### config.mk
export PLATFORM = sky130hd
export DESIGN_NAME = hero_ctrl
export DESIGN_NICKNAME = d
export VERILOG_FILES = /design/src/hero_pkg.sv /design/src/frame_tick_fsm.sv /design/src/jump_timer.sv /design/src/pos_integrator.sv /design/src/sprite_picker.sv /design/src/life_tracker.sv /design/src/hero_ctrl.sv
export VERILOG_INCLUDE_DIRS = /design/src /design/src/src
export SDC_FILE = /design/constraint.sdc
export NUM_CORES = 1
export LEC_CHECK = 0
export ABC_AREA = 1
export BUFFER_PORTS_ARGS = -buffer_cell sky130_fd_sc_hd__buf_2
export CAP_MARGIN = 20
export CORE_MARGIN = 4
export CORE_UTILIZATION = 55
export CTS_CLUSTER_DIAMETER = 120
export DETAILED_ROUTE_END_ITERATION = 8
export PLACE_DENSITY = 0.87
export SYNTH_ARGS = -nofsm -noshare
export SYNTH_HDL_FRONTEND = slang
export SYNTH_SLANG_ARGS = --single-unit
### constraint.sdc
create_clock -name Clk -period 10.7 [get_ports Clk]
set_clock_uncertainty 0.15 [all_clocks]
set_input_delay 0.535 -clock Clk [delete_from_list [all_inputs] [get_ports Clk]]
set_output_delay 0.535 -clock Clk [all_outputs]
set_load 0.005 [all_outputs]
### src/hero_config.svh
`ifndef HERO_CONFIG_SVH
`define HERO_CONFIG_SVH

// screen and floor geometry in pixels
`define HERO_POS_W         10
`define HERO_X_MAX         579    // 640 wide screen less the sprite width
`define HERO_FLOOR_Y       337    // start line and the only floor
`define HERO_Y_MIN         4      // ceiling

`define HERO_RUN_SPEED     3      // pixels per frame on the floor
`define HERO_AIR_SPEED     2      // sideways drift while airborne
`define HERO_FALL_SPEED    3

// jump arc, frame counts where each rise phase ends
`define HERO_JUMP_FAST_END 14
`define HERO_JUMP_MID_END  22
`define HERO_JUMP_LEN      30

`define HERO_LIFE_START    10
`define HERO_INVULN_FRAMES 128    // frames of immunity after a hit

`endif

### src/hero_pkg.sv
`include "hero_config.svh"

package hero_pkg;

	typedef enum logic [1:0] {
		RUN,
		JUMP,
		FALL
	} hero_state_t;

	typedef enum logic [1:0] {
		RISE_FAST,
		RISE_MID,
		RISE_SLOW,
		DONE
	} jump_phase_t;

	typedef struct packed {
		logic left;
		logic right;
		logic jump;
		logic shoot;
	} keys_t;

	typedef struct packed {
		logic signed [7:0] vx;    // positive is right
		logic signed [7:0] vy;    // positive is down
	} motion_t;

	typedef struct packed {
		logic [`HERO_POS_W-1:0] x;
		logic [`HERO_POS_W-1:0] y;
	} pos_t;

	typedef struct packed {
		hero_state_t state;
		logic        facing;    // 1 is right
		logic        shoot;
		logic        moving;    // nonzero vx this frame
	} pose_t;

	typedef logic [4:0] sprite_code_t;

endpackage

### src/frame_tick_fsm.sv
`timescale 1ns/100ps
`include "hero_config.svh"

module frame_tick_fsm (
	input  logic                  Clk,
	input  logic                  arst_n,
	input  logic                  frame_clk,
	input  hero_pkg::keys_t       keys,
	input  hero_pkg::jump_phase_t jump_phase,
	input  logic                  on_floor,
	input  logic                  top_hit,
	input  logic                  restart,
	output logic                  frame_tick,
	output logic                  jump_start,
	output hero_pkg::motion_t     motion,
	output hero_pkg::pose_t       pose
);

	logic [1:0]            frame_sync;    // two stage capture of frame_clk
	hero_pkg::hero_state_t state_q;
	hero_pkg::hero_state_t state_n;
	logic                  facing_q;
	logic                  facing_n;
	logic                  right_only;
	logic                  left_only;
	logic signed [7:0]     speed;

	always_ff @(posedge Clk or negedge arst_n)
	begin
		if (!arst_n)
		begin
			frame_sync <= '0;
			frame_tick <= 1'b0;
		end
		else
		begin
			frame_sync <= {frame_sync[0], frame_clk};
			frame_tick <= frame_sync[0] & ~frame_sync[1];    // rising edge, one cycle
		end
	end

	assign right_only = keys.right & ~keys.left;
	assign left_only  = keys.left & ~keys.right;
	assign speed      = (state_q == hero_pkg::RUN) ? 8'(`HERO_RUN_SPEED) : 8'(`HERO_AIR_SPEED);

	always_comb
	begin
		state_n    = state_q;
		facing_n   = facing_q;
		jump_start = 1'b0;
		motion.vx  = 8'sd0;    // both or neither key
		motion.vy  = 8'sd0;
		if (right_only)
		begin
			facing_n  = 1'b1;
			motion.vx = speed;
		end
		else if (left_only)
		begin
			facing_n  = 1'b0;
			motion.vx = -speed;
		end
		case (state_q)
			hero_pkg::RUN:
			begin
				if (keys.jump)
				begin
					state_n    = hero_pkg::JUMP;
					jump_start = frame_tick;
				end
			end
			hero_pkg::JUMP:
			begin
				case (jump_phase)
					hero_pkg::RISE_FAST: motion.vy = -8'sd4;
					hero_pkg::RISE_MID:  motion.vy = -8'sd2;
					hero_pkg::RISE_SLOW: motion.vy = -8'sd1;
					default:             motion.vy = 8'sd0;    // apex frame
				endcase
				if (jump_phase == hero_pkg::DONE || top_hit)
					state_n = hero_pkg::FALL;
			end
			hero_pkg::FALL:
			begin
				motion.vy = 8'(`HERO_FALL_SPEED);
				if (on_floor)
					state_n = hero_pkg::RUN;
			end
			default: state_n = hero_pkg::RUN;
		endcase
	end

	always_ff @(posedge Clk or negedge arst_n)
	begin
		if (!arst_n)
		begin
			state_q  <= hero_pkg::RUN;
			facing_q <= 1'b1;
		end
		else if (restart)
		begin
			state_q  <= hero_pkg::RUN;
			facing_q <= 1'b1;
		end
		else if (frame_tick)
		begin
			state_q  <= state_n;
			facing_q <= facing_n;
		end
	end

	assign pose.state  = state_q;
	assign pose.facing = facing_n;    // new facing shows on this frame's sprite
	assign pose.shoot  = keys.shoot;
	assign pose.moving = (motion.vx != 8'sd0);

	// a jump launches only on a frame tick
	jump_start_on_tick: assert property (@(posedge Clk) disable iff (!arst_n)
		jump_start |-> frame_tick);

endmodule

### src/jump_timer.sv
`timescale 1ns/100ps
`include "hero_config.svh"

module jump_timer (
	input  logic                  Clk,
	input  logic                  arst_n,
	input  logic                  frame_tick,
	input  logic                  jump_start,
	input  logic                  restart,
	output hero_pkg::jump_phase_t jump_phase
);

	logic [$clog2(`HERO_JUMP_LEN+1)-1:0] cnt_q;    // frames since launch

	always_ff @(posedge Clk or negedge arst_n)
	begin
		if (!arst_n)
			cnt_q <= '0;
		else if (restart || jump_start)
			cnt_q <= '0;
		else if (frame_tick && cnt_q < `HERO_JUMP_LEN)
			cnt_q <= cnt_q + 1'b1;    // saturates at the arc length
	end

	always_comb
	begin
		if (cnt_q < `HERO_JUMP_FAST_END)
			jump_phase = hero_pkg::RISE_FAST;
		else if (cnt_q < `HERO_JUMP_MID_END)
			jump_phase = hero_pkg::RISE_MID;
		else if (cnt_q < `HERO_JUMP_LEN)
			jump_phase = hero_pkg::RISE_SLOW;
		else
			jump_phase = hero_pkg::DONE;
	end

	cnt_in_range: assert property (@(posedge Clk) disable iff (!arst_n)
		cnt_q <= `HERO_JUMP_LEN);

endmodule

### src/pos_integrator.sv
`timescale 1ns/100ps
`include "hero_config.svh"

module pos_integrator (
	input  logic              Clk,
	input  logic              arst_n,
	input  logic              frame_tick,
	input  logic              restart,
	input  hero_pkg::motion_t motion,
	output hero_pkg::pos_t    pos,
	output logic              on_floor,
	output logic              top_hit
);

	logic signed [`HERO_POS_W+1:0] nx;    // two spare bits hold sign and overflow
	logic signed [`HERO_POS_W+1:0] ny;
	hero_pkg::pos_t                pos_n;

	always_comb
	begin
		nx      = $signed({2'b00, pos.x}) + motion.vx;
		ny      = $signed({2'b00, pos.y}) + motion.vy;
		pos_n.x = nx[`HERO_POS_W-1:0];
		pos_n.y = ny[`HERO_POS_W-1:0];
		if (nx < 0)
			pos_n.x = '0;    // left edge
		else if (nx > `HERO_X_MAX)
			pos_n.x = `HERO_POS_W'(`HERO_X_MAX);
		if (ny < `HERO_Y_MIN)
			pos_n.y = `HERO_POS_W'(`HERO_Y_MIN);
		else if (ny > `HERO_FLOOR_Y)
			pos_n.y = `HERO_POS_W'(`HERO_FLOOR_Y);
	end

	always_ff @(posedge Clk or negedge arst_n)
	begin
		if (!arst_n)
		begin
			pos.x    <= '0;
			pos.y    <= `HERO_POS_W'(`HERO_FLOOR_Y);
			on_floor <= 1'b1;
			top_hit  <= 1'b0;
		end
		else if (restart)
		begin
			pos.x    <= '0;    // back to the start spot
			pos.y    <= `HERO_POS_W'(`HERO_FLOOR_Y);
			on_floor <= 1'b1;
			top_hit  <= 1'b0;
		end
		else if (frame_tick)
		begin
			pos      <= pos_n;
			on_floor <= (ny >= `HERO_FLOOR_Y);
			top_hit  <= (ny <= `HERO_Y_MIN);    // head reached the ceiling
		end
	end

	above_floor: assert property (@(posedge Clk) disable iff (!arst_n)
		pos.y <= `HERO_FLOOR_Y);

endmodule

### src/sprite_picker.sv
`timescale 1ns/100ps

module sprite_picker (
	input  logic                   Clk,
	input  logic                   arst_n,
	input  logic                   frame_tick,
	input  hero_pkg::pose_t        pose,
	output hero_pkg::sprite_code_t sprite
);

	logic [3:0]             step_q;    // run animation, msb picks the stride
	hero_pkg::sprite_code_t sprite_n;

	always_comb
	begin
		if (pose.state != hero_pkg::RUN)
		begin
			if (pose.facing)
				sprite_n = pose.shoot ? 5'd13 : 5'd8;
			else
				sprite_n = pose.shoot ? 5'd12 : 5'd7;
		end
		else if (!pose.moving)
		begin
			if (pose.facing)
				sprite_n = pose.shoot ? 5'd14 : 5'd0;    // standing right
			else
				sprite_n = pose.shoot ? 5'd15 : 5'd1;
		end
		else if (pose.facing)
		begin
			if (step_q[3])
				sprite_n = pose.shoot ? 5'd18 : 5'd3;
			else
				sprite_n = pose.shoot ? 5'd17 : 5'd2;
		end
		else
		begin
			if (step_q[3])
				sprite_n = pose.shoot ? 5'd16 : 5'd6;
			else
				sprite_n = pose.shoot ? 5'd11 : 5'd4;
		end
	end

	always_ff @(posedge Clk or negedge arst_n)
	begin
		if (!arst_n)
		begin
			step_q <= '0;
			sprite <= '0;
		end
		else if (frame_tick)
		begin
			sprite <= sprite_n;
			if (pose.state == hero_pkg::RUN && pose.moving)
				step_q <= step_q + 1'b1;
			else
				step_q <= '0;    // stride restarts from the first frame
		end
	end

endmodule

### src/life_tracker.sv
`timescale 1ns/100ps
`include "hero_config.svh"

module life_tracker (
	input  logic       Clk,
	input  logic       arst_n,
	input  logic       frame_tick,
	input  logic       damage,
	output logic [7:0] life,
	output logic       dead,
	output logic       restart
);

	logic [$clog2(`HERO_INVULN_FRAMES+1)-1:0] win_q;    // frames left of immunity
	logic                                     pending_q;    // hit seen since last tick
	logic                                     dead_q;

	always_ff @(posedge Clk or negedge arst_n)
	begin
		if (!arst_n)
		begin
			life      <= 8'(`HERO_LIFE_START);
			win_q     <= '0;
			pending_q <= 1'b0;
			dead_q    <= 1'b0;
		end
		else
		begin
			dead_q <= frame_tick && (life == 8'd0);
			if (dead_q)
			begin
				life      <= 8'(`HERO_LIFE_START);    // fresh hero
				win_q     <= '0;
				pending_q <= 1'b0;
			end
			else if (frame_tick)
			begin
				pending_q <= 1'b0;
				if (win_q != '0)
					win_q <= win_q - 1'b1;
				else if ((pending_q || damage) && life != 8'd0)
				begin
					life  <= life - 8'd1;
					win_q <= $bits(win_q)'(`HERO_INVULN_FRAMES);
				end
			end
			else if (damage && win_q == '0)
				pending_q <= 1'b1;    // hits inside the window are ignored
		end
	end

	assign dead    = dead_q;
	assign restart = dead_q;

endmodule

### src/hero_ctrl.sv
`timescale 1ns/100ps

module hero_ctrl (
	input  logic                   Clk,
	input  logic                   arst_n,
	input  logic                   frame_clk,
	input  hero_pkg::keys_t        keys,
	input  logic                   damage,
	output hero_pkg::pos_t         pos,
	output hero_pkg::sprite_code_t sprite,
	output logic [7:0]             life,
	output logic                   dead
);

	logic                  frame_tick;
	logic                  jump_start;
	logic                  on_floor;
	logic                  top_hit;
	logic                  restart;
	hero_pkg::jump_phase_t jump_phase;
	hero_pkg::motion_t     motion;
	hero_pkg::pose_t       pose;

	frame_tick_fsm frame_tick_fsm_i (
		.Clk        (Clk),
		.arst_n     (arst_n),
		.frame_clk  (frame_clk),
		.keys       (keys),
		.jump_phase (jump_phase),
		.on_floor   (on_floor),
		.top_hit    (top_hit),
		.restart    (restart),
		.frame_tick (frame_tick),
		.jump_start (jump_start),
		.motion     (motion),
		.pose       (pose)
	);

	jump_timer jump_timer_i (
		.Clk        (Clk),
		.arst_n     (arst_n),
		.frame_tick (frame_tick),
		.jump_start (jump_start),
		.restart    (restart),
		.jump_phase (jump_phase)
	);

	pos_integrator pos_integrator_i (
		.Clk        (Clk),
		.arst_n     (arst_n),
		.frame_tick (frame_tick),
		.restart    (restart),
		.motion     (motion),
		.pos        (pos),
		.on_floor   (on_floor),
		.top_hit    (top_hit)
	);

	sprite_picker sprite_picker_i (
		.Clk        (Clk),
		.arst_n     (arst_n),
		.frame_tick (frame_tick),
		.pose       (pose),
		.sprite     (sprite)
	);

	life_tracker life_tracker_i (
		.Clk        (Clk),
		.arst_n     (arst_n),
		.frame_tick (frame_tick),
		.damage     (damage),
		.life       (life),
		.dead       (dead),
		.restart    (restart)    // same pulse as dead
	);

endmodule

### Word-level counts from Yosys, hierarchy flattened

Index checks and enable logic that the tools add are counted.

| word-level totals | value |
|---|---|
| bits of input ports | 8 |
| bits in writable memories | 0 |
| memories kept | 0 |
| logic and storage cells | 129 |
| output and inout port bits | 34 |
| memory bits (read-only) | 0 |
| bits in latches | 0 |
| register bits after elaboration | 60 |

| operators by class | value |
|---|---|
| divide/modulo/power cells | 0 |
| mux-type cells | 59 |
| shift-type cells | 0 |
| reductions and logical operators | 24 |
| magnitude comparators | 9 |
| bitwise operators | 6 |
| $add $sub $neg | 7 |
| equal/unequal tests | 9 |
| $mul | 0 |

Operators by type and width:

| operator | number |
|---|---|
| 8-bit 2-to-1 mux | 10 |
| 5-bit 2-to-1 mux | 12 |
| 10-bit 2-to-1 mux | 4 |
| 20-bit 2-to-1 mux | 2 |
| 11-bit by 8-bit adder with 12-bit output | 2 |
| 8-bit one-hot mux with 3 select lines | 1 |
| 8-bit nonzero test | 3 |
| 4-bit 2-to-1 mux | 5 |
| 8-bit zero test | 2 |
| 8-bit one-hot mux with 2 select lines | 1 |
| 8-bit by 1-bit subtractor with 8-bit output, second input constant | 2 |
| 1-bit 2-to-1 mux | 15 |
| 2-bit 2-to-1 mux | 7 |
| 12-bit by 10-bit >= comparator with 1-bit output, second input constant | 1 |
| 12-bit by 10-bit > comparator with 1-bit output, second input constant | 1 |
| 12-bit by 11-bit > comparator with 1-bit output, second input constant | 1 |
| 12-bit by 4-bit <= comparator with 1-bit output, second input constant | 1 |
| 12-bit by 1-bit less-than comparator with 1-bit output, second input constant | 1 |
| 12-bit by 4-bit less-than comparator with 1-bit output, second input constant | 1 |
| 5-bit less-than comparator, second input constant | 2 |
| 8-bit negation | 1 |
| 2-bit nonzero test | 4 |
| 2-bit == test, second input constant | 3 |
| 3-bit by 1-bit != test with 1-bit output, second input constant | 2 |
| other kinds (17) | 30 |

### Depth between registers and ports, before layout

| logic depth | value |
|---|---|
| word-level depth | 13 |
| depth in mapped cells | 29 |
| mapped depth without buffers | 29 |

### Hierarchy

Synthesis repeated with hierarchy kept, for this count alone.

| second synthesis, totals | value |
|---|---|
| cells, all modules | 788 |
| area total of the unflattened synthesis | 5306.3 µm² |

By module, submodules not included:

| module | cells each | sequential area each (µm²) | area each (µm²) | instances |
|---|---|---|---|---|
| pos_integrator | 414 | 556.8 | 2498.6 | 1 |
| life_tracker | 165 | 452.9 | 1244.9 | 1 |
| sprite_picker | 83 | 225.2 | 639.4 | 1 |
| frame_tick_fsm | 80 | 151.4 | 579.3 | 1 |
| jump_timer | 46 | 125.1 | 344.1 | 1 |

### Worst setup path after synthesis

OpenSTA, ideal clock, no wires.

| path | value |
|---|---|
| kind | register to register |
| start | reg jump_timer_i.cnt_q[2] |
| end | reg, netlist name pos_integrator_i.pos[2] |
| stages on the path, launching flop included | 26 |
| clock period less this slack | 3.532 ns |
| arrival time | 3.265 ns |
| required time | 10.433 ns |
| library setup time | 0.117 ns |
| slack | 7.168 ns |
| path buffers | 0 |
| cells stage by stage | dfrtp_1 nand2_1 inv_1 nor2_1 inv_1 o21ai_0 inv_1 ha_1 or2_2 a21oi_1 inv_1 fa_1 inv_1 nand3_1 nand2_2 nand2_1 nand3_1 nand3_1 nor2_2 nand4_1 nand2_2 nand3_4 nand2_1 nand2_1 nand2_1 nand2_1 |

| between the ends | value |
|---|---|
| cells in the longest elaborated chain, start to end | 13 |

RTL lines:

| element | RTL line | RTL |
|---|---|---|
| start, declared | jump_timer.sv:13 | `` logic [$clog2(`HERO_JUMP_LEN+1)-1:0] cnt_q; `` |
| start signal, assigned | jump_timer.sv:22 | `cnt_q <= cnt_q + 1'b1;` |
| 5-bit less-than comparator (no source line) | n/a |  |
| 1-bit 2-to-1 mux | jump_timer.sv:31 | `` else if (cnt_q < `HERO_JUMP_LEN) `` |
| 2-bit 2-to-1 mux | jump_timer.sv:29 | `` else if (cnt_q < `HERO_JUMP_MID_END) `` |
| 2-bit 2-to-1 mux * | jump_timer.sv:27 | `` if (cnt_q < `HERO_JUMP_FAST_END) `` |
| 2-bit == test (tied with other cells) | frame_tick_fsm.sv:74 | `case (jump_phase)` |
| 8-bit one-hot mux with 3 select lines * | frame_tick_fsm.sv:74 |  |
| 8-bit one-hot mux with 2 select lines * | frame_tick_fsm.sv:63 | `case (state_q)` |
| 11-bit by 8-bit adder with 12-bit output * | pos_integrator.sv:22 | `ny = $signed({2'b00, pos.y}) + motion.vy;` |
| 12-bit by 10-bit > comparator with 1-bit output (no source line) | n/a |  |
| 10-bit 2-to-1 mux | pos_integrator.sv:31 | `` else if (ny > `HERO_FLOOR_Y) `` |
| 10-bit 2-to-1 mux * | pos_integrator.sv:29 | `` if (ny < `HERO_Y_MIN) `` |
| 20-bit 2-to-1 mux * | pos_integrator.sv:51 | `else if (frame_tick)` |
| 20-bit 2-to-1 mux * | pos_integrator.sv:44 | `else if (restart)` |

Mark *: on every way between the ends. The rest lies on a longest branch, timed or not. The select of a mux whose other input is x is not followed.
A chain may end at the register's enable or synchronous reset.

### Final worst setup path

| path | value |
|---|---|
| start | reg jump_timer_i.cnt_q[2] |
| end | reg, netlist name pos_integrator_i.pos[7] |

| between the ends | value |
|---|---|
| cells in the longest elaborated chain, start to end | 13 |

RTL lines:

| element | RTL line |
|---|---|
| 5-bit less-than comparator (no source line) | n/a |
| 1-bit 2-to-1 mux | jump_timer.sv:31 |
| 2-bit 2-to-1 mux | jump_timer.sv:29 |
| 2-bit 2-to-1 mux * | jump_timer.sv:27 |
| 2-bit == test (tied with other cells) | frame_tick_fsm.sv:74 |
| 8-bit one-hot mux with 3 select lines * | frame_tick_fsm.sv:74 |
| 8-bit one-hot mux with 2 select lines * | frame_tick_fsm.sv:63 |
| 11-bit by 8-bit adder with 12-bit output * | pos_integrator.sv:22 |
| 12-bit by 10-bit > comparator with 1-bit output (no source line) | n/a |
| 10-bit 2-to-1 mux | pos_integrator.sv:31 |
| 10-bit 2-to-1 mux * | pos_integrator.sv:29 |
| 20-bit 2-to-1 mux * | pos_integrator.sv:51 |
| 20-bit 2-to-1 mux * | pos_integrator.sv:44 |

Marked as above.

==> reports/qor.txt <==
Post-synth top flop: dfrtp_1
die height: 99.96 um
Rel. slew slack: 39.56%
count of flip-flops with a built-in enable after synthesis: 0
post_cts resized: 0
number of inserted diodes: 0
cells on worst reg2reg path: 25
Post-Place Worst Slack: 6633 ps
top-area cell type share of the netlist area: 27.98%
buffers from clock root to sink, at most: 2
type of the most critical hold path: in2reg
share of the yosys chip area belonging to registers: 32.50%
Distinct cells, synth: 41
area overhead of the layout relative to synthesis: 10.98%
area of the core: 8217 um^2
Synth top cells by count: 188 x nand2_1, 102 x inv_1, 66 x nor2_1
outcome: finished, violations left
core utilization of the finished layout: 62.81%
setup repair after global routing missed its margin: no
final worst slack: 6512 ps
most used cell, CP: nand2_1
number of H-tree branching levels: 3
sequential cell fraction of total power: 27.8%
TritonCTS clock tree: yes
netlist area before placement: 4651 um^2
worst path required time: 10770 ps
1st-pass router iterations: 8
Slowest Stage Delay on Critical Path: 430 ps
first-pass GRT wire length: 18.79 mm
chip width: 99.96 um
kind of capture point of the worst setup path: flip-flop
critical path fanouts, max: 5
crit path max-delay cell type: fa_1
worst supply voltage drop on vdd: 0.1222 mV
final count of pins violating max slew: 0
number of max-cap violations: 0
Num CTS Buffers: 9
dominant cell by count in the synthesized netlist: nand2_1
total global routing track utilization: 22.93%
cell count after synthesis: 663
Setup Fix Bufs, Post-CTS: 0
endpoints failing setup: 0
part of the power in combinational logic: 56.5%
total number of vias: 4505
Mapped Avg Cell Area: 7.015 um^2
sum of net half-perimeters after detailed placement: 8.454 mm
sum of negative setup slack: 0 ps
per-cell routed wire length: 13.46 um
number of DRC violations after detailed-routing iteration 0: 217
Critical Path Stages: 25
pin count of the biggest net entering global routing: 61
Power Total: 1.311 mW
largest area contributor in the netlist: dfrtp_1
antenna violations before repair: 0
buffer and inverter count on the worst path: 6
count of pins on the block boundary: 42
die footprint: 9991 um^2
mean number of vias per cell: 5.494
Switching Power: 0.6401 mW
clock period minus final worst setup slack: 4188 ps
R2R setup slack: 6510 ps
part of the power in the clock network: 15.7%
final wirelength: 11.04 mm
clock tree root buffer cell: clkbuf_8
final-report hold violation count: 0
RePlAce Congestion: 0.9436
actual slew at the worst max-slew pin: 903.2 ps
net count of the mapped netlist: 719
residual DRC count: 1
Power per Cell Area: 254.1 nW/um^2
cell type group with the largest total delay on the critical path: simple AND/OR/NAND/NOR gates
proportion of synthesized flip-flops having asynchronous set or reset: 100.0%
max frequency: 238.8 MHz
quantity of I/O buffers inserted on ports: 41
internal cell power: 0.6712 mW
violations in the final reports: DRC
number of fill cells in the layout: 720
switching part of the total power: 48.82%
number of hold buffers added after cts: 0
vias in the first global route: 4333
row count: 33
clock sink count: 60
worst hold path cell count: 1
clock latency at the later pin of the worst-skew pair: 350 ps
starting density of the core: 56.60%
Worst Hold Margin: 148.5 ps
post-layout net count: 766
post-route ant nets: 0
GR Overflow Total: 0
kind of start point of the critical path: flip-flop
Worst EP arrival: 4260 ps
number of warnings issued by yosys: 0
Yosys reg bits: 60
Lkg Pwr: 2.827 nW
proportion of layout cells with a drive suffix above 1: 13.43%
final worst-path cycle share: 39.14%
Clk pin slew, worst setup/hold paths: 70 ps
main area contributors after synthesis: dfrtp_1 28%, nand2_1 15%, ha_1 12%, inv_1 8.2%, nor2_1 5.3%
class of the most critical setup path: reg2reg
-- final cells by class --
type	count	area, um^2	area share (%)
clock inverter	5	52.55	1.018
inverter	106	397.9	7.709
clock buffer	11	141.4	2.739
timing repair buffer	42	212.7	4.121
tap	105	131.4	2.545
sequential	60	1511	29.28
multi-input combinational	491	2714	52.58
-- power groups by stage --
stage | sequential (mW) | clock, mW | combinational (mW)
after floorplan | 0.357 | 0 | 0.540
after global placement | 0.364 | 0 | 0.689
after detailed placement | 0.367 | 0 | 0.723
after CTS | 0.364 | 0.208 | 0.729
after global routing | 0.375 | 0.219 | 0.841
final | 0.365 | 0.205 | 0.741
-- path summary, 6_finish.rpt --
check,to,from
min reg2reg,frame_tick_fsm_i.frame_sync[1],frame_tick_fsm_i.frame_sync[0]
min,frame_tick_fsm_i.frame_sync[0],frame_clk
max reg2reg,pos_integrator_i.pos[7],jump_timer_i.cnt_q[2]
max in group asynchronous,pos_integrator_i.pos[3],arst_n
max,pos_integrator_i.pos[7],jump_timer_i.cnt_q[2]
min in group asynchronous,sprite_picker_i.sprite[4],arst_n
-- layer usage --
metal  GRT usage (%)  wire (um)  up-vias
met2           38.84       5384      161
li1                -          -     2226
met5               0          0        -
met1           28.62       4670     2084
met4           9.454        263        0
met3           4.448        721       34
-- sequential cells by signal, summed over array words and instances (netlist names) --
signal and cells:
pos_integrator_i.top_hit 1, sprite_picker_i.step_q 4, jump_timer_i.cnt_q 5, life_tracker_i.pending_q 1
frame_tick_fsm_i.frame_sync 2, life_tracker_i.life 8, sprite_picker_i.sprite 5, pos_integrator_i.pos 20
frame_tick_fsm_i.frame_tick 1, life_tracker_i.win_q 8, pos_integrator_i.on_floor 1, life_tracker_i.dead 1
frame_tick_fsm_i.state_q 2, frame_tick_fsm_i.facing_q 1
-- per-stage QoR --
stage               instance area [um^2]  cells
floorplan                           4651    663
global placement                    4967    804
detailed placement                  4967    804
CTS                                 5161    820
global route                        5161    820
finish                              5161    820
-- cell families (layout without fill, tap and decap cells) --
logic type,count (synthesis),count (layout),synth area share [%]
compound gates,80,80,9.928
xor+xnor,8,8,1.506
fa+ha+maj,48,48,13.24
buf+inv,112,164,9.147
flops,60,60,32.50
mux,1,1,0.2152
simple gates,354,354,33.47
-- placed cells by master, fill, tap and decap left out, types with 12 or more instances in the layout --
cell	count
nor3_1	12
dfrtp_1	52
inv_1	102
ha_1	46
nand2_1	188
nand3_1	43
nor2_1	66
buf_2	41
nand4_1	16
a21oi_1	33
o21ai_0	25
-- worst register-to-register path, stage by stage, from the launching register on --
cell and delay (ps):
dfrtp_1 400, nand2_1 70, inv_1 50, nor2_1 140, inv_1 80, o21ai_0 320
inv_1 100, ha_1 300, or2_2 290, a21oi_1 200, inv_1 90, fa_1 430
inv_1 90, nand3_1 110, nand2_2 110, nand2_1 70, nand2_1 60, nand2_1 80
nand2_1 100, nand2_1 70, nor3_1 260, nand3_1 120, nand2_1 160, inv_2 90
nand4_1 90, nand2_1 60
(Power assumes the default switching activity.)
